### config.mk
export PLATFORM = sky130hd
export DESIGN_NAME = lvds_rx
export DESIGN_NICKNAME = d
export VERILOG_FILES = /design/src/carib_pkg.sv /design/src/lvds_rx.sv
export SDC_FILE = /design/constraint.sdc
export NUM_CORES = 1
export LEC_CHECK = 0
export BUFFER_PORTS_ARGS = -buffer_cell sky130_fd_sc_hd__buf_4
export CORE_ASPECT_RATIO = 2
export CORE_MARGIN = 2
export CORE_UTILIZATION = 47
export CTS_CLUSTER_DIAMETER = 120
export DETAILED_ROUTE_END_ITERATION = 10
export GPL_TIMING_DRIVEN = 0
export PLACE_DENSITY = 0.74
export SYNTH_ARGS = -nofsm -noshare
export SYNTH_HDL_FRONTEND = slang
export SYNTH_SLANG_ARGS = --single-unit
### constraint.sdc
create_clock -name i_glob_clock -period 1.5 [get_ports i_glob_clock]
set_input_delay 0.3 -clock i_glob_clock [delete_from_list [all_inputs] [get_ports i_glob_clock]]
set_output_delay 0.3 -clock i_glob_clock [all_outputs]
set_load 0.005 [all_outputs]
### src/carib_pkg.sv
`default_nettype none

package carib_pkg;

  // ====================================================================
  // Widths
  // ====================================================================
  localparam int DATA_W   = 8;   // Register and SMI byte
  localparam int IOC_W    = 5;   // Register address inside a module
  localparam int SEL_W    = 2;   // Module select
  localparam int SAMPLE_W = 32;  // One I/Q sample

  // Modem framing, I sync opens the word and Q sync sits at bits 15:14
  localparam logic [1:0] I_SYNC = 2'b10;
  localparam logic [1:0] Q_SYNC = 2'b01;

  // Read mux constants
  localparam logic [DATA_W-1:0] VERSION       = 8'h01;
  localparam logic [DATA_W-1:0] RESERVED_BYTE = 8'hA5;

  // Module select codes
  localparam logic [SEL_W-1:0] SEL_IO  = 2'd1;
  localparam logic [SEL_W-1:0] SEL_SMI = 2'd2;

  // ====================================================================
  // Register map
  // ====================================================================
  localparam logic [IOC_W-1:0] IOC_RF_MODE     = 5'd1;  // io_ctrl
  localparam logic [IOC_W-1:0] IOC_LEDS        = 5'd2;
  localparam logic [IOC_W-1:0] IOC_INPUTS      = 5'd3;
  localparam logic [IOC_W-1:0] IOC_FIFO_STATUS = 5'd1;  // smi_ctrl
  localparam logic [IOC_W-1:0] IOC_OVERFLOW    = 5'd2;

  typedef enum logic [1:0] {RF_LOW_POWER, RF_RX09, RF_RX24, RF_TX} rf_mode_t;

  // Register bus from the SPI slave, 17 bits
  typedef struct packed {
    logic [SEL_W-1:0]  sel;
    logic [IOC_W-1:0]  ioc;
    logic [DATA_W-1:0] wdata;
    logic              wr;     // One-cycle write strobe
    logic              rd;     // One-cycle read strobe
  } reg_bus_t;

  // Front-end switch and LNA lines
  typedef struct packed {
    logic rx_h_tx_l;
    logic rx_h_tx_l_b;
    logic tr_vc1;
    logic tr_vc1_b;
    logic tr_vc2;
    logic shdn_rx_lna;
    logic shdn_tx_lna;
  } rf_ctrl_t;

  typedef struct packed {
    logic [1:0]  i_sync;
    logic [13:0] i_val;
    logic [1:0]  q_sync;
    logic [13:0] q_val;
  } iq_sample_t;

endpackage

`default_nettype wire

### src/lvds_rx.sv
`timescale 1ns/10ps
`default_nettype none

module lvds_rx import carib_pkg::*; (
  input  wire        i_glob_clock,
  input  wire        i_rst_b,
  input  wire  [1:0] i_pair,      // Two bits per clock, MSB first
  output iq_sample_t o_sample,
  output logic       o_valid      // One-cycle pulse per good sample
);

  // Pairs after the start pair, counted from 0
  localparam int LAST_PAIR = SAMPLE_W / 2 - 2;

  logic                busy;       // Collecting a sample
  logic [3:0]          cnt;
  logic [SAMPLE_W-3:0] sr;         // Pairs received so far
  iq_sample_t          word;       // Sample including this cycle's pair

  assign word = {sr, i_pair};

  // ====================================================================
  // Framing FSM
  // ====================================================================
  always_ff @(posedge i_glob_clock) begin
    if (!i_rst_b) begin
      busy    <= 1'b0;
      cnt     <= '0;
      o_valid <= 1'b0;
    end else begin
      o_valid <= 1'b0;
      if (!busy) begin
        if (i_pair == I_SYNC) begin    // Hunting for start of sample
          busy <= 1'b1;
          cnt  <= '0;
        end
      end else begin
        cnt <= cnt + 4'd1;
        if (cnt == 4'(LAST_PAIR)) begin
          busy    <= 1'b0;             // Back to hunting either way
          o_valid <= (word.q_sync == Q_SYNC);
        end
      end
    end
  end

  // Shift register and output sample
  always_ff @(posedge i_glob_clock) begin
    sr <= word[SAMPLE_W-3:0];
    if (busy && cnt == 4'(LAST_PAIR)) begin
      o_sample <= word;
    end
  end

  a_valid_pulse: assert property (@(posedge i_glob_clock) disable iff (!i_rst_b)
    o_valid |=> !o_valid)
    else $error("lvds_rx: valid held longer than one cycle");

endmodule

`default_nettype wire

==> reports/metrics.yaml <==
sta:
  fmax_mhz: 745.4
  holdWs_ns: 0.09650
  period_share_pct: 89.44
  finalCriticalPeriod_ns: 1.342
  rsz0062_at_grt: "no"
  slew_headroom_pct: 85.19
  fin_tns_setup_ns: 0
  finalHoldViolations: 0
  worst_pin_slew_ns: 0.2219
  clock_skew_ns: 0.006965
  setup_viol: 0
  drv_slew: 0
yosys:
  synth_top_family_by_area: "simple AND/OR/NAND/NOR gates"
  synth_area_per_cell_um2: 20.18
  syn_inst: 92
  netlist_area_um2: 1857
  synthXorXnorAreaFrac_pct: 0
  ys_ff_latch: 68
  ys.warnings.count: 0
  synthMuxAreaShare_pct: 0
  synth_compound_area_share_pct: 2.493
  yosysUniqueCellTypes: 17
  syn_nets: 98
  synth_fa_ha_area_share_pct: 1.348
  synthSimpleGateAreaFrac_pct: 4.380
  synth_seq_area_share_pct: 90.57
pwr:
  power_frac_seq_pct: 61.7
  switching_power_mw: 0.6135
  leakagePower_nw: 0.9321
  power_density_nw_per_um2: 1350
  p_sw_share_pct: 18.84
  power_mw: 3.256
  internal_power_mw: 2.642
  clkPwrFrac_pct: 37.1
  comb_power_share_pct: 1.2
  ir_drop_mv: 0.9032
detailed_routing:
  via_count: 899
  wl_per_cell_um: 12.55
  drc: 0
  viasPerCell: 4.495
  drt_iter0_drc: 9
  dr.pass1.iters: 4
  wl_mm: 2.510
  antenna_violating_nets_post_route: 0
worst_hold_path:
  hp-class: "primary input to flip-flop"
  hold_depth: 1
  worstHoldStart: "i_pair[0]"
die:
  num_rows: 32
  core_um2: 3804
  die_w_um: 48.45
  die_area_um2: 4500
  ios: 37
  die_height_um: 92.89
  start_util_pct: 48.82
clocking:
  h-tree-depth: 3
  cts.sinks: 68
  cts_buffer_depth: 2
  clk_latency_ns: 0.32
  cts_hold_buffers: 0
  path_clk_slew_ns: 0.07
  cts_tree: "done"
  ctsRootBufferMaster: "clkbuf_8"
  numCtsBuffers: 9
critical_path:
  cp-start-kind: "flip-flop"
  crit_required_ns: 1.52
  endpoint_kind: "flip-flop"
  path_max_fanout: 9
  reg2reg_slack_ns: 0.16
  r2r_end: "o_sample[1]$_DFFE_PP_"
  crit_path_start: "cnt[1]$_SDFFE_PN0P_"
  r2r-start: "cnt[1]$_SDFFE_PN0P_"
  endpoint: "o_sample[1]$_DFFE_PP_"
  crit_type: "flip-flop to flip-flop"
  cp.arrival_ns: 1.37
  worst_r2r_path_depth: 5
run:
  maxCapViolCount: 0
global_routing:
  grt_pass1_wl_mm: 4.050
  grt_max_degree: 17
  grt_pass1_vias: 895
  grt.overflow.total: 0
  grt_usage_pct: 12.77
  antenna_found_initial: 0
final_layout:
  drive_gt1_share_pct: 40.94
  area_growth_pct: 29.85
  n_antenna_cell: 0
  nets: 150
  utilization_pct: 63.39
placement:
  dp_hpwl_mm: 1.626
  portBuffers: 36
  finalWeightedCongestion: 0.6774
outcome:
  outcome: "finished, final reports clean"
## cell usage after synthesis (all sizes together)
cell	instances	area share (%)
o2111ai	1	0.47
nand2b	4	1.9
a21oi	3	0.81
and3	1	0.34
edfxtp	32	52
nand4	2	0.67
inv	3	0.61
o31ai	1	0.40
ha	2	1.3
a311oi	1	0.81
nand3b	2	0.81
nor3	1	0.27
nand2	2	0.40
dfxtp	36	39
buf	1	0.61
## worst min-delay path by stage
| stage | slack, ns | end |
|---|---|---|
| after floorplan | 0.33 | sr[10]$_DFF_P_ |
| after global placement | 0.33 | sr[6]$_DFF_P_ |
| after detailed placement | 0.33 | sr[17]$_DFF_P_ |
| after CTS | 0.08 | sr[0]$_DFF_P_ |
| after global routing | 0.08 | sr[0]$_DFF_P_ |
| final | 0.1 | sr[0]$_DFF_P_ |
## final cells by class
class	instances	area, µm²
clock buffers	13	148.9
well taps	51	63.81
flip-flops and latches	68	1683
plain buffers	1	11.26
inverters	3	15.01
multi-input cells	20	155.1
repair inverters	1	7.507
repair buffers	40	312.8
clock inverters	3	13.76
fillers	285	1393
## logic make-up after synthesis
group | Yosys count
AO/OA/AOI/OAI | 6
adder cells (fa/ha/maj) | 2
flip-flops | 68
AND/OR/NAND/NOR | 12
buffers and inverters | 4
## layout by cell type (no fill, tap or decap), drive strengths merged
cell type,netlist,final
dfxtp,36,36
a21oi,3,3
o2111ai,1,1
ha,2,2
clkinvlp,0,2
o31ai,1,1
buf,1,41
nand2b,4,4
nand2,2,2
inv,3,2
edfxtp,32,32
nor3,1,1
nand4,2,2
a311oi,1,1
clkbuf,0,13
nand3b,2,2
and3,1,1
clkinv,0,3
## metrics by stage
stage | instances | area, µm² | worst slack, ns
after global routing | 200 | 2411 | 0.07227
after floorplan | 92 | 1864 | -0.01865
after global placement | 179 | 2198 | -0.1984
after CTS | 199 | 2404 | 0.04119
final | 200 | 2411 | 0.1584
after detailed placement | 179 | 2198 | -0.3062
## power groups by stage
| stage | sequential [mW] | combinational (mW) | clock (mW) |
|---|---|---|---|
| floorplan | 2.04 | 0.0250 | 0 |
| global placement | 2.05 | 0.0350 | 0 |
| detailed placement | 2.05 | 0.0383 | 0 |
| CTS | 2.01 | 0.0384 | 1.26 |
| global route | 2.02 | 0.0421 | 1.31 |
| finish | 2.01 | 0.0383 | 1.21 |
## state kept, by name, indices dropped and copies added, names as in the netlist
register,cells
busy,1
o_valid,1
o_sample,32
sr,30
cnt,4
## critical path, stage by stage, from the launching register on
cell	delay, ns
dfxtp_1	0.39
ha_2	0.19
nand4_1	0.07
buf_4	0.17
clkinvlp_4	0.07
buf_4	0.17
## metal layers
metal  GRT usage [%]  vias to the layer above  part of all wire [%]
li1                -                      434                     -
met1           11.68                      419                    38
met2           21.64                       35                    54
met3           5.000                       11                   5.1
met4           10.71                        0                   3.7
met5               0                        -                     0
## repair_timing
item / in CTS / in global routing
resized for setup: 1 / 0
setup endpoints to repair: 32 / 32
setup buffers: 3 / 1
cloned: 1 / 0
Note: power is estimated with default switching activity, not from simulation.
