`config.mk`:
```
export PLATFORM = sky130hd
export DESIGN_NAME = spi_slave
export DESIGN_NICKNAME = d
export VERILOG_FILES = /design/src/carib_pkg.sv /design/src/spi_slave.sv
export SDC_FILE = /design/constraint.sdc
export NUM_CORES = 1
export LEC_CHECK = 0
export BUFFER_PORTS_ARGS = -buffer_cell sky130_fd_sc_hd__buf_4
export CAP_MARGIN = 20
export CORE_MARGIN = 2
export CORE_UTILIZATION = 53
export DETAILED_ROUTE_END_ITERATION = 10
export GPL_TIMING_DRIVEN = 0
export PLACE_DENSITY_LB_ADDON = 0.08
export REMOVE_ABC_BUFFERS = 1
export SYNTH_ARGS = -nofsm -noshare
export SYNTH_HDL_FRONTEND = slang
export SYNTH_SLANG_ARGS = --single-unit
```
`constraint.sdc`:
```
create_clock -name i_glob_clock -period 1.8 [get_ports i_glob_clock]
set_input_delay 0.36 -clock i_glob_clock [delete_from_list [all_inputs] [get_ports i_glob_clock]]
set_output_delay 0.36 -clock i_glob_clock [all_outputs]
set_load 0.01 [all_outputs]
```
`src/carib_pkg.sv`:
```
`default_nettype none

package carib_pkg;

  // ====================================================================
  // Widths
  // ====================================================================
  localparam int DATA_W   = 8;   // Register and SMI byte
  localparam int IOC_W    = 5;   // Register address inside a module
  localparam int SEL_W    = 2;   // Module select
  localparam int SAMPLE_W = 32;  // One I/Q sample

  // Modem framing, I sync opens the word and Q sync sits at bits 15:14
  localparam logic [1:0] I_SYNC = 2'b10;
  localparam logic [1:0] Q_SYNC = 2'b01;

  // Read mux constants
  localparam logic [DATA_W-1:0] VERSION       = 8'h01;
  localparam logic [DATA_W-1:0] RESERVED_BYTE = 8'hA5;

  // Module select codes
  localparam logic [SEL_W-1:0] SEL_IO  = 2'd1;
  localparam logic [SEL_W-1:0] SEL_SMI = 2'd2;

  // ====================================================================
  // Register map
  // ====================================================================
  localparam logic [IOC_W-1:0] IOC_RF_MODE     = 5'd1;  // io_ctrl
  localparam logic [IOC_W-1:0] IOC_LEDS        = 5'd2;
  localparam logic [IOC_W-1:0] IOC_INPUTS      = 5'd3;
  localparam logic [IOC_W-1:0] IOC_FIFO_STATUS = 5'd1;  // smi_ctrl
  localparam logic [IOC_W-1:0] IOC_OVERFLOW    = 5'd2;

  typedef enum logic [1:0] {RF_LOW_POWER, RF_RX09, RF_RX24, RF_TX} rf_mode_t;

  // Register bus from the SPI slave, 17 bits
  typedef struct packed {
    logic [SEL_W-1:0]  sel;
    logic [IOC_W-1:0]  ioc;
    logic [DATA_W-1:0] wdata;
    logic              wr;     // One-cycle write strobe
    logic              rd;     // One-cycle read strobe
  } reg_bus_t;

  // Front-end switch and LNA lines
  typedef struct packed {
    logic rx_h_tx_l;
    logic rx_h_tx_l_b;
    logic tr_vc1;
    logic tr_vc1_b;
    logic tr_vc2;
    logic shdn_rx_lna;
    logic shdn_tx_lna;
  } rf_ctrl_t;

  typedef struct packed {
    logic [1:0]  i_sync;
    logic [13:0] i_val;
    logic [1:0]  q_sync;
    logic [13:0] q_val;
  } iq_sample_t;

endpackage

`default_nettype wire

```
`src/spi_slave.sv`:
```
`timescale 1ns/10ps
`default_nettype none

module spi_slave import carib_pkg::*; #(
  parameter int SYNC_STAGES = 2   // At least 2
) (
  input  wire               i_glob_clock,
  input  wire               i_rst_b,
  input  wire               i_sck,
  input  wire               i_ss,
  input  wire               i_mosi,
  input  wire  [DATA_W-1:0] i_rdata,   // Held read byte from the top mux
  output logic              o_miso,
  output reg_bus_t          o_bus
);

  logic [SYNC_STAGES-1:0] sck_sync;
  logic [SYNC_STAGES-1:0] ss_sync;
  logic [SYNC_STAGES-1:0] mosi_sync;
  logic                   sck_d;
  logic                   ss_act;
  logic                   sck_rise;
  logic                   sck_fall;
  logic [3:0]             bit_cnt;    // Rising edges seen in this frame
  logic [DATA_W-2:0]      rx_sr;
  logic [DATA_W-1:0]      rx_byte;
  logic [DATA_W-1:0]      tx_sr;
  logic                   cmd_wr;
  logic [SEL_W-1:0]       sel_q;
  logic [IOC_W-1:0]       ioc_q;
  logic [DATA_W-1:0]      wdata_q;
  logic                   wr_q, rd_q;
  logic [1:0]             rd_pipe;    // Bit 1 is the byte load slot

  // ====================================================================
  // Pin synchronizers and edge detect
  // ====================================================================
  always_ff @(posedge i_glob_clock) begin
    if (!i_rst_b) begin
      sck_sync  <= '0;
      ss_sync   <= '1;   // Deselected
      mosi_sync <= '0;
      sck_d     <= 1'b0;
    end else begin
      sck_sync  <= {sck_sync[SYNC_STAGES-2:0], i_sck};
      ss_sync   <= {ss_sync[SYNC_STAGES-2:0], i_ss};
      mosi_sync <= {mosi_sync[SYNC_STAGES-2:0], i_mosi};
      sck_d     <= sck_sync[SYNC_STAGES-1];
    end
  end

  assign ss_act   = ~ss_sync[SYNC_STAGES-1];
  assign sck_rise = ss_act &  sck_sync[SYNC_STAGES-1] & ~sck_d;
  assign sck_fall = ss_act & ~sck_sync[SYNC_STAGES-1] &  sck_d;
  assign rx_byte  = {rx_sr, mosi_sync[SYNC_STAGES-1]};   // Byte incl. current bit

  // ====================================================================
  // Command decode and strobes
  // ====================================================================
  always_ff @(posedge i_glob_clock) begin
    if (!i_rst_b) begin
      bit_cnt <= '0;
      cmd_wr  <= 1'b0;
      sel_q   <= '0;
      ioc_q   <= '0;
      wr_q    <= 1'b0;
      rd_q    <= 1'b0;
      rd_pipe <= '0;
    end else begin
      wr_q    <= 1'b0;               // Strobes last one cycle
      rd_q    <= 1'b0;
      rd_pipe <= {rd_pipe[0], rd_q};
      if (!ss_act) begin
        bit_cnt <= '0;
      end else if (sck_rise) begin
        bit_cnt <= bit_cnt + 4'd1;
        if (bit_cnt == 4'd7) begin     // Command byte complete
          cmd_wr <= rx_byte[7];
          sel_q  <= rx_byte[6:5];
          ioc_q  <= rx_byte[4:0];
          rd_q   <= ~rx_byte[7];
        end
        if (bit_cnt == 4'd15) wr_q <= cmd_wr;
      end
    end
  end

  always_ff @(posedge i_glob_clock) begin
    if (sck_rise) rx_sr <= rx_byte[DATA_W-2:0];
    if (sck_rise && bit_cnt == 4'd15) wdata_q <= rx_byte;
  end

  assign o_bus = '{sel: sel_q, ioc: ioc_q, wdata: wdata_q, wr: wr_q, rd: rd_q};

  // MISO shifts on falling SCK, MSB first
  always_ff @(posedge i_glob_clock) begin
    if (!i_rst_b || !ss_act) begin
      tx_sr  <= '0;
      o_miso <= 1'b0;
    end else if (rd_pipe[1]) begin
      tx_sr  <= i_rdata;             // Lands before the next falling SCK
    end else if (sck_fall) begin
      o_miso <= tx_sr[DATA_W-1];
      tx_sr  <= {tx_sr[DATA_W-2:0], 1'b0};
    end
  end

  a_rd_wr_excl: assert property (@(posedge i_glob_clock) disable iff (!i_rst_b)
    !(o_bus.rd && o_bus.wr))
    else $error("spi_slave: rd and wr strobes together");

endmodule

`default_nettype wire

```
==> results.md <==
- Synth Warn #: 0
- Die X: around 60 um
- Least-Margin Pin Slew: just under 0.6 ns
- Critical path required time: ~2.1 ns
- Worst Hold End: ss_sync[0]$_SDFF_PN1_
- Hold Crit Class: primary input to flip-flop
- CTS max path bufs: 2
- Sw Pwr: approximately 320 uW
- WS Path Type: flip-flop to flip-flop
- P&R area growth vs syn: 19.0%
- Min-Delay Path Depth: 2
- Crit path cell chain: or3b_4 > nor3_4 > nor3b_2
- Fin crit period: roughly 1.7 ns
- MaxCap Viol Count: 0
- Critical Path Max Stage Delay: 0.52 ns
- Power Internal: approximately 1.4 mW
- Clock sinks: 47
- Critical-path top delay cell: nor3_4
- Final instance area: roughly 2000 sq um
- Post_cts resized: 1
- Dpl cell area: roughly 1900 sq um
- Most frequent cells in the layout: nand2_1, dfxtp_1, buf_4
- Startpoint Class: flip-flop
- Arrival time worst endpoint: just under 2 ns
- Slack of the worst reg-to-reg path: between 0.1 and 0.15 ns
- Post-Syn Instances: ~150
- Ports: 31
- Worst Reg-to-Reg Cells: 3
- Placer Congestion: ~0.68
- DRT Pass-1 Iters: 4
- Clock network power share: between 30% and 40%
- Hold_buf cts: 0
- Pwr dens: a little under 900 nW/um^2
- CTS root buf: clkbuf_4
- VDD IR max: roughly 0.61 mV
- Leak: between 0.7 and 0.8 nW
- DRT antenna net count: 0
- Comb power frac: ~2.4%
- Final period util: a little over nine tenths
- GRT Total Usage: approximately 16%
- Reg2reg end: rd_q$_SDFF_PP0_
- Total CTS buffers: 5
- Fin. Hold Viols: 0
- Wirelength per Cell: 11.8 um
- Global-route wire length before repair: between 4 and 5 mm
- DRC viols: 0
- Seq/Total Area, Yosys: between 60% and 70%
- Layout Skew: ~0.023 ns
- Port bufs: 30
- Most common cell after layout, fill and taps aside: nand2_1
- Die area: around 3600 sq um
- Clock transition at path regs: ~0.12 ns
- Post-Synthesis Cell Area: approximately 1700 sq um
- Switching part of the total power: between 10% and 20%
- Final setup vio count: 0
- Critical-path maximum fanout: 9
- WHS: slightly below 0.2 ns
- Number of global-route vias before repair: approximately 960
- Syn avg cell area: between 10 and 15 sq um
- Largest net degree at the start of global routing: 28
- Total gr overflow: 0
- Vias: 1,100
- Flops & latches, synth: 47
- Synth unique cells: 26
- Slew headroom: 60.9%
- FMAX: around 590 MHz
- WL final: around 2.6 mm
- Worst Setup End Kind: flip-flop
- Initial DRC Count: 63
- CTS H-tree depth: 2
- Hold_sp: i_ss
- Std-Cell Rows: 20
- Reg2reg start: sck_sync[1]$_SDFF_PN0_
- Post-CTS setup repair buffer count: 0
- Later-pin clock latency in the skew report: around 0.36 ns
- N_diodes: 0
- Initial antenna violation count: 0
- Sequential Power Share: around 63%
- Starting Density: a little under three fifths
- RSZ-0062 raised after global routing: false
- Chip height: about 60 um
- Core region area: 3030 sq um
- Post-DP HPWL: 1.79 mm
- CTS tree: yes
- Final Net Count: 190
- Final Slew Violations: 0
- Outcome: completed
- Via-to-Cell Ratio: 4.98
- Layout cells sized above 1: a little under a quarter
[cell usage after synthesis]
| cell | count | area [sq um] |
|---|---|---|
| a21oi_1 | 4 | 20.0 |
| a31oi_1 | 7 | 43.8 |
| and2_1 | 7 | 43.8 |
| and3_1 | 2 | 12.5 |
| and4bb_2 | 1 | 12.5 |
| buf_4 | 2 | 15.0 |
| buf_6 | 1 | 11.3 |
| clkbuf_1 | 5 | 18.8 |
| dfxtp_1 | 32 | 641 |
| edfxtp_1 | 15 | 450 |
| ha_1 | 1 | 12.5 |
| inv_1 | 2 | 7.51 |
| mux2i_1 | 8 | 80.1 |
| nand2_1 | 34 | 128 |
| nand2b_1 | 3 | 18.8 |
| nand3_1 | 2 | 10.0 |
| nand3b_1 | 1 | 7.51 |
| nor2_1 | 2 | 7.51 |
| nor2b_1 | 1 | 6.26 |
| nor3_2 | 1 | 10.0 |
| nor3b_2 | 2 | 25.0 |
| o21ai_0 | 9 | 45.0 |
| or3_1 | 1 | 6.26 |
| or3b_2 | 1 | 8.76 |
| or3b_4 | 1 | 11.3 |
| xnor2_1 | 2 | 17.5 |
[logic make-up (layout without fill, tap and decap cells)]
group,count (synthesis),in the layout,synth area share (%)
flops,47,47,65.3
fa+ha+maj,1,1,0.749
compound gates,20,20,6.52
xor+xnor,2,2,1.05
buf+inv,10,40,3.15
mux,8,8,4.79
simple gates,59,59,18.4
[worst max-delay path by stage]
stage                            endpoint  slack (ns)                    from
finish                    rd_q$_SDFF_PP0_        0.11  sck_sync[1]$_SDFF_PN0_
global route        ioc_q[0]$_SDFFE_PN0P_        0.04  sck_sync[1]$_SDFF_PN0_
CTS                       rd_q$_SDFF_PP0_         0.1  sck_sync[1]$_SDFF_PN0_
detailed placement        rd_q$_SDFF_PP0_       -0.12  sck_sync[1]$_SDFF_PN0_
global placement          rd_q$_SDFF_PP0_       -0.14  sck_sync[1]$_SDFF_PN0_
floorplan                 rd_q$_SDFF_PP0_        0.16  sck_sync[1]$_SDFF_PN0_
[layout make-up]
cell class / instances / area [sq um]
fillers: 252 / 1040
inverters: 2 / 7.51
multi-input cells: 90 / 533
repair buffers: 30 / 225
well taps: 44 / 55.1
clock inverters: 1 / 30.0
clock buffers: 7 / 45.0
flip-flops and latches: 47 / 1090
[power groups by stage]
stage | sequential, mW | clock (mW) | combinational, mW
3_5_place_dp | 1.12 | 0 | 0.0428
2_1_floorplan | 1.12 | 0 | 0.0134
4_1_cts | 1.10 | 0.616 | 0.0430
5_1_grt | 1.10 | 0.660 | 0.0470
6_report | 1.10 | 0.596 | 0.0422
3_3_place_gp | 1.12 | 0 | 0.0414
[routing by layer]
metal	wire length [um]	part of all wire [%]	vias to the layer above	track usage, %
li1	-	-	558	-
met1	1220	47	517	20.9
met2	1240	48	22	24.7
met3	123	4.7	3	7.14
met4	28	1.1	0	6.67
met5	0	0	-	0
[state kept, by name, summed over array words and instances (netlist names)]
| register | flops |
|---|---|
| tx_sr | 8 |
| wdata_q | 8 |
| rx_sr | 7 |
| ioc_q | 5 |
| bit_cnt | 4 |
| mosi_sync | 2 |
| rd_pipe | 2 |
| sck_sync | 2 |
| sel_q | 2 |
| ss_sync | 2 |
| cmd_wr | 1 |
| o_miso | 1 |
| rd_q | 1 |
| sck_d | 1 |
| wr_q | 1 |
[through the flow]
| stage | cells | setup WS, ns | utilization, % | power, mW | setup TNS [ns] |
|---|---|---|---|---|---|
| global placement | 213 | -0.141 | 62.9 | 1.17 | -0.875 |
| detailed placement | 213 | -0.119 | 62.9 | 1.17 | -0.734 |
| CTS | 221 | 0.0976 | 65.6 | 1.76 | 0 |
| global route | 221 | 0.0379 | 65.6 | 1.81 | 0 |
| floorplan | 139 | 0.157 | - | 1.14 | 0 |
| finish | 221 | 0.111 | 65.6 | 1.74 | 0 |
[critical path, delay by kind of cell (launching register included)]
family	cells	cell delay (ns)
and+or+nand+nor	3	1.22
DFF	1	0.41
No activity file was read; power rests on OpenSTA's default activity.
