$ cat config.mk
export PLATFORM = sky130hd
export DESIGN_NAME = io_ctrl
export DESIGN_NICKNAME = d
export VERILOG_FILES = /design/src/carib_pkg.sv /design/src/io_ctrl.sv
export SDC_FILE = /design/constraint.sdc
export NUM_CORES = 1
export LEC_CHECK = 0
export ABC_AREA = 1
export BUFFER_PORTS_ARGS = -buffer_cell sky130_fd_sc_hd__buf_2
export CORE_MARGIN = 4
export CORE_UTILIZATION = 30
export CTS_CLUSTER_SIZE = 12
export DETAILED_ROUTE_END_ITERATION = 6
export GPL_ROUTABILITY_DRIVEN = 0
export PLACE_DENSITY_LB_ADDON = 0.3
export SETUP_SLACK_MARGIN = 0.3
export SYNTH_ARGS = -nofsm -noshare
export SYNTH_HDL_FRONTEND = slang
export SYNTH_SLANG_ARGS = --single-unit
$ cat constraint.sdc
create_clock -name i_glob_clock -period 1.8 [get_ports i_glob_clock]
set_clock_uncertainty 0.05 [all_clocks]
set_input_delay 0.18 -clock i_glob_clock [delete_from_list [all_inputs] [get_ports i_glob_clock]]
set_output_delay 0.18 -clock i_glob_clock [all_outputs]
set_load 0.005 [all_outputs]
$ cat src/carib_pkg.sv
`default_nettype none

package carib_pkg;

  // ====================================================================
  // Widths
  // ====================================================================
  localparam int DATA_W   = 8;   // Register and SMI byte
  localparam int IOC_W    = 5;   // Register address inside a module
  localparam int SEL_W    = 2;   // Module select
  localparam int SAMPLE_W = 32;  // One I/Q sample

  // Modem framing, I sync opens the word and Q sync sits at bits 15:14
  localparam logic [1:0] I_SYNC = 2'b10;
  localparam logic [1:0] Q_SYNC = 2'b01;

  // Read mux constants
  localparam logic [DATA_W-1:0] VERSION       = 8'h01;
  localparam logic [DATA_W-1:0] RESERVED_BYTE = 8'hA5;

  // Module select codes
  localparam logic [SEL_W-1:0] SEL_IO  = 2'd1;
  localparam logic [SEL_W-1:0] SEL_SMI = 2'd2;

  // ====================================================================
  // Register map
  // ====================================================================
  localparam logic [IOC_W-1:0] IOC_RF_MODE     = 5'd1;  // io_ctrl
  localparam logic [IOC_W-1:0] IOC_LEDS        = 5'd2;
  localparam logic [IOC_W-1:0] IOC_INPUTS      = 5'd3;
  localparam logic [IOC_W-1:0] IOC_FIFO_STATUS = 5'd1;  // smi_ctrl
  localparam logic [IOC_W-1:0] IOC_OVERFLOW    = 5'd2;

  typedef enum logic [1:0] {RF_LOW_POWER, RF_RX09, RF_RX24, RF_TX} rf_mode_t;

  // Register bus from the SPI slave, 17 bits
  typedef struct packed {
    logic [SEL_W-1:0]  sel;
    logic [IOC_W-1:0]  ioc;
    logic [DATA_W-1:0] wdata;
    logic              wr;     // One-cycle write strobe
    logic              rd;     // One-cycle read strobe
  } reg_bus_t;

  // Front-end switch and LNA lines
  typedef struct packed {
    logic rx_h_tx_l;
    logic rx_h_tx_l_b;
    logic tr_vc1;
    logic tr_vc1_b;
    logic tr_vc2;
    logic shdn_rx_lna;
    logic shdn_tx_lna;
  } rf_ctrl_t;

  typedef struct packed {
    logic [1:0]  i_sync;
    logic [13:0] i_val;
    logic [1:0]  q_sync;
    logic [13:0] q_val;
  } iq_sample_t;

endpackage

`default_nettype wire

$ cat src/io_ctrl.sv
`timescale 1ns/10ps
`default_nettype none

module io_ctrl import carib_pkg::*; (
  input  wire               i_glob_clock,
  input  wire               i_rst_b,
  input  reg_bus_t          i_bus,
  input  wire  [3:0]        i_config,
  input  wire               i_button,
  output logic [DATA_W-1:0] o_rdata,
  output rf_ctrl_t          o_rf,
  output logic [1:0]        o_leds
);

  rf_mode_t rf_mode;
  logic     is_rx;
  logic     sel_hit;

  assign sel_hit = (i_bus.sel == SEL_IO);

  // ====================================================================
  // Registers
  // ====================================================================
  always_ff @(posedge i_glob_clock) begin
    if (!i_rst_b) begin
      rf_mode <= RF_LOW_POWER;         // Both LNAs shut down
      o_leds  <= 2'b00;
    end else if (i_bus.wr && sel_hit) begin
      case (i_bus.ioc)
        IOC_RF_MODE: rf_mode <= rf_mode_t'(i_bus.wdata[1:0]);
        IOC_LEDS:    o_leds  <= i_bus.wdata[1:0];
        default:     ;                 // Unmapped, ignored
      endcase
    end
  end

  // Read byte captured on the rd strobe
  always_ff @(posedge i_glob_clock) begin
    if (i_bus.rd && sel_hit) begin
      case (i_bus.ioc)
        IOC_RF_MODE: o_rdata <= {6'd0, rf_mode};
        IOC_LEDS:    o_rdata <= {6'd0, o_leds};
        IOC_INPUTS:  o_rdata <= {3'd0, i_button, i_config};
        default:     o_rdata <= '0;
      endcase
    end
  end

  // Switch decode
  assign is_rx              = (rf_mode == RF_RX09) || (rf_mode == RF_RX24);
  assign o_rf.rx_h_tx_l     = (rf_mode != RF_TX);   // Low power parks on RX side
  assign o_rf.rx_h_tx_l_b   = (rf_mode == RF_TX);
  assign o_rf.tr_vc1        = (rf_mode == RF_RX09);
  assign o_rf.tr_vc1_b      = (rf_mode != RF_RX09);
  assign o_rf.tr_vc2        = (rf_mode == RF_RX24);
  assign o_rf.shdn_rx_lna   = ~is_rx;
  assign o_rf.shdn_tx_lna   = (rf_mode != RF_TX);

endmodule

`default_nettype wire

==> flow_metrics.tcl, run 1 <==
set metrics [dict create \
    fin_crit_sh_pct 74.44 \
    fp-row-count 15 \
    final_common_cell "buf_2" \
    synth_seq_cells 9 \
    rsz0062_at_grt "false" \
    grt_pass1_wl_um 1842 \
    slew_violations 0 \
    required_ns 1.57 \
    fin_crit_ns 1.340 \
    dp.final_hpwl_um 1028 \
    viasPerCell 4.038 \
    drive_gt1_share_pct 38.32 \
    wl_um 1188 \
    crit_cells 3 \
    antenna_found_initial 0 \
    synth_warnings 0 \
    reg2reg_to "o_rdata[0]" \
    final_cell_mix "buf_2 (31), inv_1 (15), nor2_1 (14)" \
    die_h_um 51.42 \
    clk_pin_slew_ns 0.06 \
    synth_area_leaders "edfxtp_1 (27%), dfxtp_1 (14%), inv_1 (10%), nor2_1 (9.3%), ha_1 (6.6%)" \
    path_class "flop to output pin" \
    path_cells "inv_1 -> ha_1 -> buf_2" \
    tns_ns 0 \
    dr_total_vias 533 \
    max_freq_mhz 746.3 \
    crit_slowest_cell "dfxtp_1" \
    ys_types 15 \
    syn_inst 74 \
    die_x_um 51.42 \
    grtUsageTotal_pct 9.356 \
    clk_path_buf_depth 2 \
    num-fill-cells 215 \
    fin_cells 132 \
    ir_drop_mv 0.2480 \
    setup_violations 0 \
    rr_worst_depth 2 \
    initial_utilization_pct 32.06 \
    cts_buffers 3 \
    p_sw_uw 100.8 \
    fin_util_pct 42.84 \
    wire_per_inst_um 9.000 \
    ant_nets 0 \
    slowest_delay_ns 0.37 \
    core_area_mm2 0.001764 \
    worstSetupEndpointType "output pin" \
    cellPowerDensity_mw_per_mm2 568.1 \
    firstDrtPassIters 4 \
    max-cap-violations 0 \
    endpoint "o_rf[1]" \
    comb_power_share_pct 12.9 \
    grt_pass1_vias 494 \
    postCtsSetupBuffers 0 \
    syn-cell-area_um2 565.5 \
    cts_resized 0 \
    area_delta_synth_final_pct 33.63 \
    p_leak_nw 0.3721 \
    grt_max_degree 8 \
    clockRootBuffer "clkbuf_4" \
    hold_class "input pin to flop" \
    htree_levels 1 \
    startpoint_type "flop" \
    drc 0 \
    yosysTopAreaCellShare_pct 26.55 \
    crit_start "rf_mode[0]" \
    seq_power_share_pct 51.3 \
    r2r_slack_ns 0.98 \
    run_status "finished clean" \
    path_delay_family "flip-flops" \
    avgSynthCellArea_um2 7.642 \
    holdWs_ns 0.1267 \
    switching_share_pct 23.47 \
    r2r-start "rf_mode[0]" \
    antenna_cells 0 \
    cts_tree "yes" \
    ys_seq_area_share_pct 40.71 \
    crit_path_max_fanout 4 \
    cts_sinks 9 \
    place.port_buffers 31 \
    p_int_uw 328.6 \
    dp_cells 128 \
    first_iter_violations 10 \
    clock_power_share_pct 35.8 \
    arrival_ns 1.11 \
    nets 135 \
    synth_largest_area_cell "edfxtp_1" \
    io_pins 41 \
    ctsHoldBuffers 0 \
    die_area_mm2 0.002644 \
    worstSkewPairLatency_ns 0.25 \
    min_from "i_rst_b" \
    hold_viol 0 \
    total_power_uw 429.3 \
    overflow 0 \
    path_buf_inv 2 \
]
per-layer routing:
layer	vias to the layer above	global-route usage, %	wire length (um)	part of all wire [%]
met5	-	0	0	0
li1	286	-	-	-
met1	223	11.25	527	44
met2	22	15.47	545	46
met4	0	3.930	12	1.0
met3	2	2.624	103	8.7
cell type report:
type,instances,area [um^2],share of cell area (%)
multi-input combinational,47,252.7,33.44
clock buffer,4,26.28,3.477
sequential,9,230.2,30.46
tap,25,31.28,4.139
timing repair buffer,31,155.1,20.53
inverter,16,60.06,7.947
cells in the mapped netlist:
cell,number
inv_1,15
nor2_1,14
nand2_1,10
nand3_1,7
edfxtp_1,5
buf_4,4
dfxtp_1,4
ha_1,3
nor2_2,3
nand4_1,2
nor2_4,2
o211ai_1,2
conb_1,1
inv_2,1
nand3_2,1
worst min-delay path: cells and delay by family:
kind	cells	cell delay, ns
and+or+nand+nor	2	0.09
buffers and inverters	1	0.12
stage by stage:
step / cell area, um^2 / setup slack [ns]
detailed placement: 729.5 / 0.6912
CTS: 755.7 / 0.4467
floorplan: 573.1 / 0.8483
finish: 755.7 / 0.4601
global route: 755.7 / 0.3829
global placement: 729.5 / 0.7079
logic make-up after synthesis:
group / count (synthesis) / share of synthesized area [%]
AO/OA/AOI/OAI: 2 / 2.654
buffers and inverters: 20 / 15.93
other: 1 / 0.6631
flip-flops: 9 / 40.71
AND/OR/NAND/NOR: 39 / 33.41
adder cells (fa/ha/maj): 3 / 6.638
state kept, by name, indices dropped and copies added (netlist names):
register and flops:
o_leds 2, o_rdata 5, rf_mode 2
worst min-delay path by stage:
| stage | to | slack (ns) | cells after the start |
|---|---|---|---|
| detailed placement | o_leds[1] | 0.40 | 3 |
| global route | o_leds[1] | 0.13 | 3 |
| CTS | o_leds[1] | 0.13 | 3 |
| global placement | o_leds[1] | 0.40 | 3 |
| floorplan | o_leds[0] | 0.25 | 2 |
| finish | o_leds[1] | 0.13 | 3 |
power by group through the flow:
stage / clock [mW] / sequential, mW / combinational [mW]
6_report: 0.154 / 0.220 / 0.0552
5_1_grt: 0.166 / 0.221 / 0.0629
4_1_cts: 0.156 / 0.220 / 0.0557
3_5_place_dp: 0 / 0.225 / 0.0554
3_3_place_gp: 0 / 0.225 / 0.0548
2_1_floorplan: 0 / 0.225 / 0.0287
Note: power is estimated with default switching activity, not from simulation.
==> run 2: changes to the inputs <==
Clock period 1.8 ns to 1.35 ns, I/O delays scaled along.
==> run 2 against run 1 <==
Against the previous run: routed wire length increased by 11%; largest power group unchanged; hold slack got worse by 0.051 ns; utilization increased by 2.7 points; highest routed layer unchanged; design area increased by 6.3%; critical endpoint unchanged.
==> flow_metrics.tcl, run 2 (synthesis results as in run 1) <==
set metrics [dict create \
    run_status "finished clean" \
    die_x_um 51.42 \
    place.port_buffers 31 \
    antenna_found_initial 0 \
    grt_pass1_vias 521 \
    rsz0062_at_grt "true" \
    top_register "o_rdata" \
    worstSkewPairLatency_ns 0.25 \
    drc 0 \
    worstSetupEndpointType "output pin" \
    dp.final_hpwl_um 1040 \
    largestRegisters "o_rdata: 5 flops, o_leds: 2 flops, rf_mode: 2 flops" \
    die_h_um 51.42 \
    core_area_mm2 0.001764 \
    fin_area_um2 803.3 \
    multi_input_comb_area_um2 270.3 \
    grt_pass1_wl_um 1932 \
    slew_violations 0 \
    cts_tree "yes" \
    switching_share_pct 23.61 \
    hold_viol 0 \
    arrival_ns 1.01 \
    nets 136 \
    max_freq_mhz 834.6 \
    area_delta_synth_final_pct 42.04 \
    seq_power_share_pct 50.9 \
    clk_path_buf_depth 2 \
    num-fill-cells 179 \
    ctsHoldBuffers 0 \
    dr_total_vias 555 \
    tns_ns 0 \
    fin_crit_ns 1.198 \
    clockRootBuffer "clkbuf_4" \
    endpoint "o_rf[1]" \
    clk_pin_slew_ns 0.06 \
    io_pins 41 \
    largest_reg_flops 5 \
    grtUsageTotal_pct 9.903 \
    final_common_cell "buf_2" \
    first_iter_violations 13 \
    rr_worst_depth 3 \
    fp-row-count 15 \
    p_leak_nw 0.3804 \
    path_buf_inv 2 \
    drive_gt1_share_pct 45.37 \
    holdPathStages 3 \
    final_cell_mix "buf_2 (29), nor2_1 (14), inv_1 (13)" \
    hold_class "input pin to flop" \
    die_area_mm2 0.002644 \
    final-seq-area_um2 237.7 \
    r2r-start "rf_mode[0]" \
    required_ns 1.16 \
    overflow 0 \
    max-cap-violations 0 \
    wl_um 1313 \
    comb_power_share_pct 13.2 \
    r2r_slack_ns 0.45 \
    cellPowerDensity_mw_per_mm2 709.2 \
    initial_utilization_pct 32.06 \
    cts_buffers 3 \
    crit_slowest_cell "dfxtp_4" \
    viasPerCell 4.173 \
    crit_cells 3 \
    crit_start "rf_mode[0]" \
    dpl-instance-area_um2 729.5 \
    holdWs_ns 0.07599 \
    fin_crit_sh_pct 88.76 \
    ir_drop_mv 0.3058 \
    path_delay_family "flip-flops" \
    antenna_cells 0 \
    htree_levels 1 \
    firstDrtPassIters 4 \
    path_cells "inv_4 -> ha_4 -> buf_6" \
    crit_path_max_fanout 4 \
    p_sw_uw 134.5 \
    reg2reg_to "o_rdata[0]" \
    grt_max_degree 8 \
    p_int_uw 435.2 \
    path_class "flop to output pin" \
    clock_power_share_pct 35.8 \
    startpoint_type "flop" \
    wire_per_inst_um 9.872 \
    setup_violations 0 \
    total_power_uw 569.7 \
    cts_sinks 9 \
    ant_nets 0 \
    slowest_delay_ns 0.37 \
]
[run 2: repair_timing]
action	CTS	global route
endpoints found under the setup margin	7	7
pin swaps	1	1
gates resized for setup	9	3
setup buffers	1	0
cloned	0	0
[run 2: power by group through the flow]
stage | combinational [mW] | clock, mW | sequential, mW
floorplan | 0.0383 | 0 | 0.301
global placement | 0.0731 | 0 | 0.300
detailed placement | 0.0741 | 0 | 0.300
CTS | 0.0754 | 0.210 | 0.292
global route | 0.0849 | 0.222 | 0.291
finish | 0.0753 | 0.204 | 0.290
[run 2: final cells by class]
type,count,area share (%)
clock buffer,4,3.271
inverter,16,7.788
tap,25,3.894
multi-input combinational,47,33.64
sequential,9,29.60
timing repair buffer,32,21.81
[run 2: how the worst min path moves through the flow]
stage	end	startpoint	slack, ns
floorplan	o_leds[0]	i_rst_b	0.21
global placement	o_leds[1]	i_rst_b	0.35
detailed placement	o_leds[1]	i_rst_b	0.35
CTS	o_leds[1]	i_rst_b	0.08
global route	rf_mode[1]	i_rst_b	0.08
finish	rf_mode[1]	i_rst_b	0.08
[run 2: layer usage]
metal	routed length, um	GRT usage (%)
met5	0	0
met1	566	11.07
met3	103	2.624
met2	631	17.58
met4	12	3.930
[run 2: metrics by stage]
step	util, %	worst slack, ns	cells
after floorplan	-	0.4433	76
after global placement	41.35	0.3034	128
after detailed placement	41.35	0.2881	128
after CTS	45.11	0.1556	133
after global routing	45.53	0.1214	133
final	45.53	0.1518	133
[run 2: worst register-to-register path: stages (launching register included)]
cell	delay [ns]
dfxtp_4	0.36
inv_4	0.06
buf_4	0.10
o211ai_1	0.08
