--- src/carib_pkg.sv ---
`default_nettype none

package carib_pkg;

  // ====================================================================
  // Widths
  // ====================================================================
  localparam int DATA_W   = 8;   // Register and SMI byte
  localparam int IOC_W    = 5;   // Register address inside a module
  localparam int SEL_W    = 2;   // Module select
  localparam int SAMPLE_W = 32;  // One I/Q sample

  // Modem framing, I sync opens the word and Q sync sits at bits 15:14
  localparam logic [1:0] I_SYNC = 2'b10;
  localparam logic [1:0] Q_SYNC = 2'b01;

  // Read mux constants
  localparam logic [DATA_W-1:0] VERSION       = 8'h01;
  localparam logic [DATA_W-1:0] RESERVED_BYTE = 8'hA5;

  // Module select codes
  localparam logic [SEL_W-1:0] SEL_IO  = 2'd1;
  localparam logic [SEL_W-1:0] SEL_SMI = 2'd2;

  // ====================================================================
  // Register map
  // ====================================================================
  localparam logic [IOC_W-1:0] IOC_RF_MODE     = 5'd1;  // io_ctrl
  localparam logic [IOC_W-1:0] IOC_LEDS        = 5'd2;
  localparam logic [IOC_W-1:0] IOC_INPUTS      = 5'd3;
  localparam logic [IOC_W-1:0] IOC_FIFO_STATUS = 5'd1;  // smi_ctrl
  localparam logic [IOC_W-1:0] IOC_OVERFLOW    = 5'd2;

  typedef enum logic [1:0] {RF_LOW_POWER, RF_RX09, RF_RX24, RF_TX} rf_mode_t;

  // Register bus from the SPI slave, 17 bits
  typedef struct packed {
    logic [SEL_W-1:0]  sel;
    logic [IOC_W-1:0]  ioc;
    logic [DATA_W-1:0] wdata;
    logic              wr;     // One-cycle write strobe
    logic              rd;     // One-cycle read strobe
  } reg_bus_t;

  // Front-end switch and LNA lines
  typedef struct packed {
    logic rx_h_tx_l;
    logic rx_h_tx_l_b;
    logic tr_vc1;
    logic tr_vc1_b;
    logic tr_vc2;
    logic shdn_rx_lna;
    logic shdn_tx_lna;
  } rf_ctrl_t;

  typedef struct packed {
    logic [1:0]  i_sync;
    logic [13:0] i_val;
    logic [1:0]  q_sync;
    logic [13:0] q_val;
  } iq_sample_t;

endpackage

`default_nettype wire

--- src/smi_ctrl.sv ---
`timescale 1ns/10ps
`default_nettype none

module smi_ctrl import carib_pkg::*; (
  input  wire               i_glob_clock,
  input  wire               i_rst_b,
  input  reg_bus_t          i_bus,
  input  wire               i_smi_a2,       // 1 while the host reads
  input  wire               i_smi_soe_se,   // Read strobe, active low
  input  iq_sample_t        i_fifo_data,
  input  wire               i_fifo_empty,
  input  wire               i_fifo_full,
  input  wire  [DATA_W-1:0] i_overflow,
  output logic [DATA_W-1:0] o_rdata,
  output logic              o_fifo_pull,
  output logic [DATA_W-1:0] o_smi_data,
  output logic              o_smi_data_oe,
  output logic              o_smi_read_req
);

  logic [1:0]          soe_sync;
  logic                soe_d;
  logic                take;       // Host took a byte
  logic [SAMPLE_W-1:0] sample_q;   // Loaded sample, next byte on top
  logic                loaded;
  logic                pending;    // Pull issued, data arrives now
  logic [1:0]          byte_idx;

  // ====================================================================
  // Strobe sync and FIFO pull
  // ====================================================================
  assign take           = soe_d & ~soe_sync[1] & i_smi_a2;   // Falling edge
  assign o_fifo_pull    = i_smi_a2 & ~i_fifo_empty & ~loaded & ~pending;
  assign o_smi_read_req = i_smi_a2 & (loaded | pending | ~i_fifo_empty);
  assign o_smi_data_oe  = i_smi_a2;

  always_ff @(posedge i_glob_clock) begin
    if (!i_rst_b) begin
      soe_sync   <= 2'b11;            // Strobe idles high
      soe_d      <= 1'b1;
      loaded     <= 1'b0;
      pending    <= 1'b0;
      byte_idx   <= '0;
      o_smi_data <= '0;
    end else begin
      soe_sync <= {soe_sync[0], i_smi_soe_se};
      soe_d    <= soe_sync[1];
      pending  <= o_fifo_pull;
      if (pending) begin
        loaded   <= 1'b1;
        byte_idx <= '0;
      end else if (take && loaded) begin
        byte_idx <= byte_idx + 2'd1;
        if (byte_idx == 2'd3) loaded <= 1'b0;   // Last byte gone, pull next
      end
      if (take) o_smi_data <= loaded ? sample_q[SAMPLE_W-1 -: DATA_W] : '0;
    end
  end

  always_ff @(posedge i_glob_clock) begin
    if (pending) begin
      sample_q <= i_fifo_data;
    end else if (take && loaded) begin
      sample_q <= sample_q << DATA_W;   // MSB byte first
    end
  end

  // Status registers
  always_ff @(posedge i_glob_clock) begin
    if (i_bus.rd && i_bus.sel == SEL_SMI) begin
      case (i_bus.ioc)
        IOC_FIFO_STATUS: o_rdata <= {6'd0, i_fifo_full, i_fifo_empty};
        IOC_OVERFLOW:    o_rdata <= i_overflow;
        default:         o_rdata <= '0;
      endcase
    end
  end

endmodule

`default_nettype wire

--- config.mk ---
export PLATFORM = sky130hd
export DESIGN_NAME = smi_ctrl
export DESIGN_NICKNAME = d
export VERILOG_FILES = /design/src/carib_pkg.sv /design/src/smi_ctrl.sv
export SDC_FILE = /design/constraint.sdc
export NUM_CORES = 1
export LEC_CHECK = 0
export BUFFER_PORTS_ARGS = -buffer_cell sky130_fd_sc_hd__buf_2
export CAP_MARGIN = 20
export CORE_MARGIN = 5
export CORE_UTILIZATION = 50
export CTS_CLUSTER_DIAMETER = 120
export CTS_CLUSTER_SIZE = 8
export DETAILED_ROUTE_END_ITERATION = 6
export PLACE_DENSITY_LB_ADDON = 0.08
export RECOVER_POWER = 100
export SYNTH_ARGS = -nofsm -noshare
export SYNTH_HDL_FRONTEND = slang
export SYNTH_SLANG_ARGS = --single-unit
--- constraint.sdc ---
create_clock -name i_glob_clock -period 5.4 [get_ports i_glob_clock]
set_input_delay 0.27 -clock i_glob_clock [delete_from_list [all_inputs] [get_ports i_glob_clock]]
set_output_delay 0.27 -clock i_glob_clock [all_outputs]
set_load 0.03 [all_outputs]
==> results of run 1 <==
[final cells by class]
cell class / count / area, um2
Clock buffer: 5 / 68.82
Clock inverter: 3 / 38.79
Fill cell: 426 / 1853
Inverter: 7 / 26.28
Multi-Input combinational cell: 91 / 725.7
Sequential cell: 55 / 1501
Tap cell: 54 / 67.56
Timing Repair Buffer: 74 / 347.8
[kinds of logic (layout without fill, tap and decap cells)]
| family | count (synthesis) | after routing | synth area share, % |
|---|---|---|---|
| AO/OA/AOI/OAI | 5 | 5 | 1.388 |
| flip-flops | 55 | 55 | 64.07 |
| buffers and inverters | 17 | 89 | 3.898 |
| adder cells (fa/ha/maj) | 1 | 1 | 0.5338 |
| AND/OR/NAND/NOR | 51 | 51 | 14.31 |
| multiplexers | 34 | 34 | 15.80 |
[flip-flops by register name, summed over array words and instances (netlist names)]
register and cells:
soe_sync 2, soe_d 1, pending 1, byte_idx 2, o_smi_data 8, o_rdata 8, loaded 1, sample_q 32
[layer usage]
layer	track usage (%)	share of wire, %	vias up
met1	15.99	39	668
li1	-	-	729
met5	0	0	-
met2	25.94	53	45
met4	4.720	1.1	0
met3	5.390	7.1	6
[power groups by stage]
stage / Clock [mW] / Sequential [mW] / Combinational (mW)
6_report: 0.260 / 0.467 / 0.0651
5_1_grt: 0.289 / 0.468 / 0.0723
4_1_cts: 0.269 / 0.467 / 0.0683
3_5_place_dp: 0 / 0.477 / 0.0679
3_3_place_gp: 0 / 0.477 / 0.0648
2_1_floorplan: 0 / 0.482 / 0.0357
[stage by stage]
| step | hold WS [ns] | std cells | setup slack [ns] |
|---|---|---|---|
| 2_1_floorplan | 0.3430 | 163 | 3.543 |
| 3_3_place_gp | 0.3976 | 281 | 3.713 |
| 3_5_place_dp | 0.4003 | 281 | 3.658 |
| 4_1_cts | 0.1305 | 289 | 3.618 |
| 5_1_grt | 0.1439 | 289 | 2.333 |
| 6_report | 0.1416 | 289 | 2.638 |
[final timing paths]
check / depth (start not counted) / slack (ns) / to
worst min register to register: 1 / 0.42 / soe_sync[1]
worst max register to register: 3 / 2.84 / sample_q[11]
worst min-delay path: 2 / 0.14 / soe_sync[0]
worst max-delay path: 4 / 2.64 / o_smi_read_req
[critical path: cells and delay by family, from the launching register on]
kind	cells	cell delay, ns
compound gates	1	0.24
flops	1	0.32
buf+inv	2	1.53
simple gates	1	0.10
[placed cells by master, fill, tap and decap left out, types with 4 or more instances in the layout]
master / n
nand3_1: 8
buf_2: 53
nand2b_1: 4
nand2_1: 9
and2_1: 5
edfxtp_1: 40
mux2_2: 23
nand3b_1: 7
clkbuf_1: 20
nor3_1: 4
dfxtp_1: 15
clkbuf_8: 5
inv_1: 7
mux2i_1: 10
and2_0: 4
==> impl_metrics.py, run 1 <==
metrics = {
    "route": {
        "routedWlPerCell_um": 13.99,
        "ant_nets": 0,
        "drt_iter0_markers": 71,
        "dr.pass1.iters": 4,
        "route.detailed.drc": 0,
        "via_per_inst": 5.010,
        "finalWirelength_um": 4042,
        "vias": 1448,
    },
    "worst_hold_path": {
        "hp-class": "in -> reg",
        "min-delay-start": "i_smi_soe_se",
    },
    "setup_path": {
        "crit_start": "pending",
        "start_kind": "register",
        "crit_path_max_incr_delay_ns": 1.30,
        "crit_required_ns": 5.13,
        "path_cells": "clkbuf_1 -> nor2_1 -> a21boi_0 -> buf_2",
        "critPathSlowestCell": "clkbuf_1",
        "path_class": "reg -> out",
        "critical_path.endpoint_type": "primary output",
        "crit-reg2reg-launch": "pending",
        "crit_arrival_ns": 2.49,
        "cp_max_fo": 41,
    },
    "timing": {
        "slew_violations": 42,
        "maxSlewHeadroom_pct": -20.99,
        "finalCritPeriodShare_pct": 51.14,
        "setup_violations": 0,
        "rsz0062_at_grt": "false",
        "max_freq_mhz": 362.1,
        "tightest_slew_ns": 1.815,
        "setup_tns_ns": 0,
        "hold_violations": 0,
        "period_minus_slack_ns": 2.762,
        "skew_ns": 0.005967,
    },
    "synth": {
        "syn_inst": 163,
        "synth_top_cell_area_share_pct": 51.25,
        "yosys.cell_types.count": 28,
        "synth.top_cells.by_area": "edfxtp_1, dfxtp_1, mux2_2",
        "synth-main-ff-cell": "edfxtp_1",
        "synth_warnings": 0,
        "synth_nets": 227,
        "yosysTopAreaCell": "edfxtp_1",
        "synth_most_common_cell": "edfxtp_1",
        "ys_async_sr_fraction_pct": 0,
        "synth_edf_count": 40,
        "synthesis.area_mm2": 0.002343,
        "syn_avg_cell_area_um2": 14.38,
        "ys_ff_latch": 55,
        "yosys-top-cells-count": "edfxtp_1, mux2_2, dfxtp_1",
        "synth_seq_area_share_pct": 64.07,
    },
    "grt": {
        "antenna_found_initial": 0,
        "grt_max_degree": 42,
        "grt_pass1_wl_um": 7003,
        "grt_pass1_vias": 1575,
        "grt_overflow_total": 0,
        "grt_usage_pct": 14.56,
    },
    "power_and_ir_drop": {
        "combPwrFrac_pct": 8.2,
        "power.density_mw_per_mm2": 285.5,
        "seq_power_share_pct": 58.9,
        "switching_share_pct": 20.56,
        "p_total_uw": 792.6,
        "p_sw_uw": 162.9,
        "leakage_nw": 1.031,
        "peakVddDrop_mv": 0.1584,
        "internal_power_uw": 629.7,
        "power.share.clock_pct": 32.9,
    },
    "clocking": {
        "htree_levels": 2,
        "hold_buffers": 0,
        "cts.repair_timing.setup_buffer_count": 0,
        "clk_path_buf_depth": 2,
        "clock-root-buffer": "clkbuf_8",
        "clkLatencyLatePin_ns": 0.30,
        "cts_resized": 0,
        "cts_sinks": 55,
        "clkTransAtPathRegs_ns": 0.09,
        "cts_inserted_buffers": 5,
        "cts_tree": "built",
    },
    "job": {
        "maxCapViolCount": 1,
    },
    "floorplan": {
        "start_util_pct": 50.62,
        "die_y_um": 78.46,
        "core_area_mm2": 0.004629,
        "ios": 82,
        "die_w_um": 78.46,
        "die-area_mm2": 0.006156,
        "row_count": 25,
    },
    "finish": {
        "drive_gt1_share_pct": 37.45,
        "fin_area_mm2": 0.002776,
        "syn_to_final_growth_pct": 18.47,
        "final_core_util_pct": 59.97,
        "fin_nets": 298,
        "diodes": 0,
    },
    "placed_design": {
        "port_buffers": 72,
        "place_congestion": 0.6731,
        "placed_cell_area_mm2": 0.002721,
        "place_hpwl_um": 2921,
    },
    "run_status": {
        "failed_checks": "capacitance limit, slew limit",
        "status": "finished with violations",
    },
}
No activity file was read; power rests on OpenSTA's default activity.
==> inputs of run 2 (changes only) <==
--- a/config.mk
+++ b/config.mk
@@ -8,7 +8,7 @@
 export BUFFER_PORTS_ARGS = -buffer_cell sky130_fd_sc_hd__buf_2
 export CAP_MARGIN = 20
 export CORE_MARGIN = 5
-export CORE_UTILIZATION = 50
+export CORE_UTILIZATION = 49
 export CTS_CLUSTER_DIAMETER = 120
 export CTS_CLUSTER_SIZE = 8
 export DETAILED_ROUTE_END_ITERATION = 6
==> constraint.sdc (replaced) <==
create_clock -name i_glob_clock -period 2.7 [get_ports i_glob_clock]
set_input_delay 0.135 -clock i_glob_clock [delete_from_list [all_inputs] [get_ports i_glob_clock]]
set_output_delay 0.135 -clock i_glob_clock [all_outputs]
set_load 0.03 [all_outputs]
==> impl_metrics.py, run 2 (synthesis gave the netlist of run 1 again) <==
metrics = {
    "finish": {
        "diodes": 0,
        "final_common_cell": "buf_2",
        "drive_gt1_share_pct": 37.55,
        "largestRegisters": "sample_q: 32 flops, o_rdata: 8 flops, o_smi_data: 8 flops",
        "layout_common_cells": "buf_2, edfxtp_1, mux2_2",
        "largest_register": "sample_q",
        "syn_to_final_growth_pct": 19.38,
        "largest_register_ffs": 32,
        "fin_nets": 300,
    },
    "route": {
        "dr.pass1.iters": 4,
        "drt_iter0_markers": 67,
        "via_per_inst": 4.993,
        "finalWirelength_um": 4234,
        "vias": 1453,
        "ant_nets": 0,
        "route.detailed.drc": 0,
        "routedWlPerCell_um": 14.55,
    },
    "clocking": {
        "clk_path_buf_depth": 2,
        "hold_buffers": 1,
        "cts_resized": 0,
        "htree_levels": 2,
        "clock-root-buffer": "clkbuf_8",
        "clkTransAtPathRegs_ns": 0.10,
        "cts.repair_timing.setup_buffer_count": 0,
        "cts_inserted_buffers": 5,
        "clkLatencyLatePin_ns": 0.31,
        "cts_tree": "built",
        "cts_sinks": 55,
    },
    "timing": {
        "tightest_slew_ns": 0.9009,
        "setup_tns_ns": 0,
        "slew_violations": 0,
        "setup_violations": 0,
        "period_minus_slack_ns": 2.052,
        "rsz0062_at_grt": "false",
        "hold_violations": 0,
        "skew_ns": 0.006827,
        "finalCritPeriodShare_pct": 76.00,
        "maxSlewHeadroom_pct": 39.94,
        "max_freq_mhz": 487.3,
    },
    "floorplan": {
        "die-area_mm2": 0.006266,
        "die_w_um": 79.16,
        "ios": 82,
        "start_util_pct": 49.95,
        "row_count": 25,
        "die_y_um": 79.16,
        "core_area_mm2": 0.004692,
    },
    "setup_path": {
        "crit_buf_inv": 2,
        "crit_path_max_incr_delay_ns": 0.70,
        "path_class": "reg -> reg",
        "path_cells": "clkbuf_1 -> or2_1 -> buf_4",
        "crit_required_ns": 2.68,
        "path_delay_family": "buffers and inverters",
        "start_kind": "register",
        "critPathSlowestCell": "clkbuf_1",
        "crit_arrival_ns": 2.03,
        "cp_max_fo": 32,
        "critical_path.endpoint_type": "register",
    },
    "power_and_ir_drop": {
        "power.density_mw_per_mm2": 580.0,
        "leakage_nw": 1.038,
        "peakVddDrop_mv": 0.3332,
        "p_total_mw": 1.623,
    },
    "placed_design": {
        "port_buffers": 72,
        "place_hpwl_um": 3120,
        "place_congestion": 0.7150,
    },
    "grt": {
        "grt_usage_pct": 14.55,
        "grt_overflow_total": 0,
        "antenna_found_initial": 0,
        "grt_max_degree": 33,
        "grt_pass1_vias": 1500,
        "grt_pass1_wl_um": 6955,
    },
    "worst_hold_path": {
        "hp-class": "in -> reg",
    },
    "run_status": {
        "status": "finished, final reports clean",
    },
    "job": {
        "maxCapViolCount": 0,
    },
}
run 2: stage by stage:
step                      instances  instance area [um2]  setup slack, ns  hold WS, ns  util, %
after global routing            291                 2798           0.4745      0.08444    59.63
after floorplan                 163                 2344           0.8426       0.2080        -
after global placement          282                 2729            1.029       0.3132    58.16
final                           291                 2798           0.6479      0.09779    59.63
after CTS                       291                 2855           0.9481      0.08702    60.85
after detailed placement        282                 2729           0.9766       0.3267    58.16
run 2: final cells by class:
| class | instances | area (um2) |
|---|---|---|
| fillers | 406 | 1894 |
| flip-flops and latches | 55 | 1501 |
| multi-input cells | 91 | 724.4 |
| repair buffers | 76 | 361.6 |
| clock buffers | 5 | 68.82 |
| well taps | 54 | 67.56 |
| clock inverters | 3 | 47.55 |
| inverters | 7 | 26.28 |
run 2: worst paths after layout:
path | startpoint | end | slack (ns) | depth (start not counted)
setup / recovery | pending | sample_q[28] | 0.65 | 3
hold / removal | i_fifo_data[0] | sample_q[0] | 0.1 | 2
setup reg to reg | pending | sample_q[28] | 0.65 | 3
hold reg to reg | soe_sync[0] | soe_sync[1] | 0.42 | 1
run 2: per-layer routing:
layer | part of all wire [%] | up-vias | wire length, um | GRT usage [%]
li1 | - | 733 | - | -
met1 | 43 | 670 | 1827 | 17.70
met2 | 49 | 43 | 2085 | 24.24
met3 | 6.0 | 7 | 253 | 3.968
met4 | 1.6 | 0 | 67 | 6.186
met5 | 0 | - | 0 | 0
run 2: power by group:
group	internal, mW	total, mW	switching (mW)
Sequential	0.927	0.936	0.00843
Combinational	0.0606	0.130	0.0695
Clock	0.281	0.557	0.276
run 2: worst register-to-register path, delay by kind of cell (launching register included):
| kind | cells | cell delay (ns) |
|---|---|---|
| flops | 1 | 0.43 |
| simple gates | 1 | 0.21 |
| buf+inv | 2 | 1.07 |
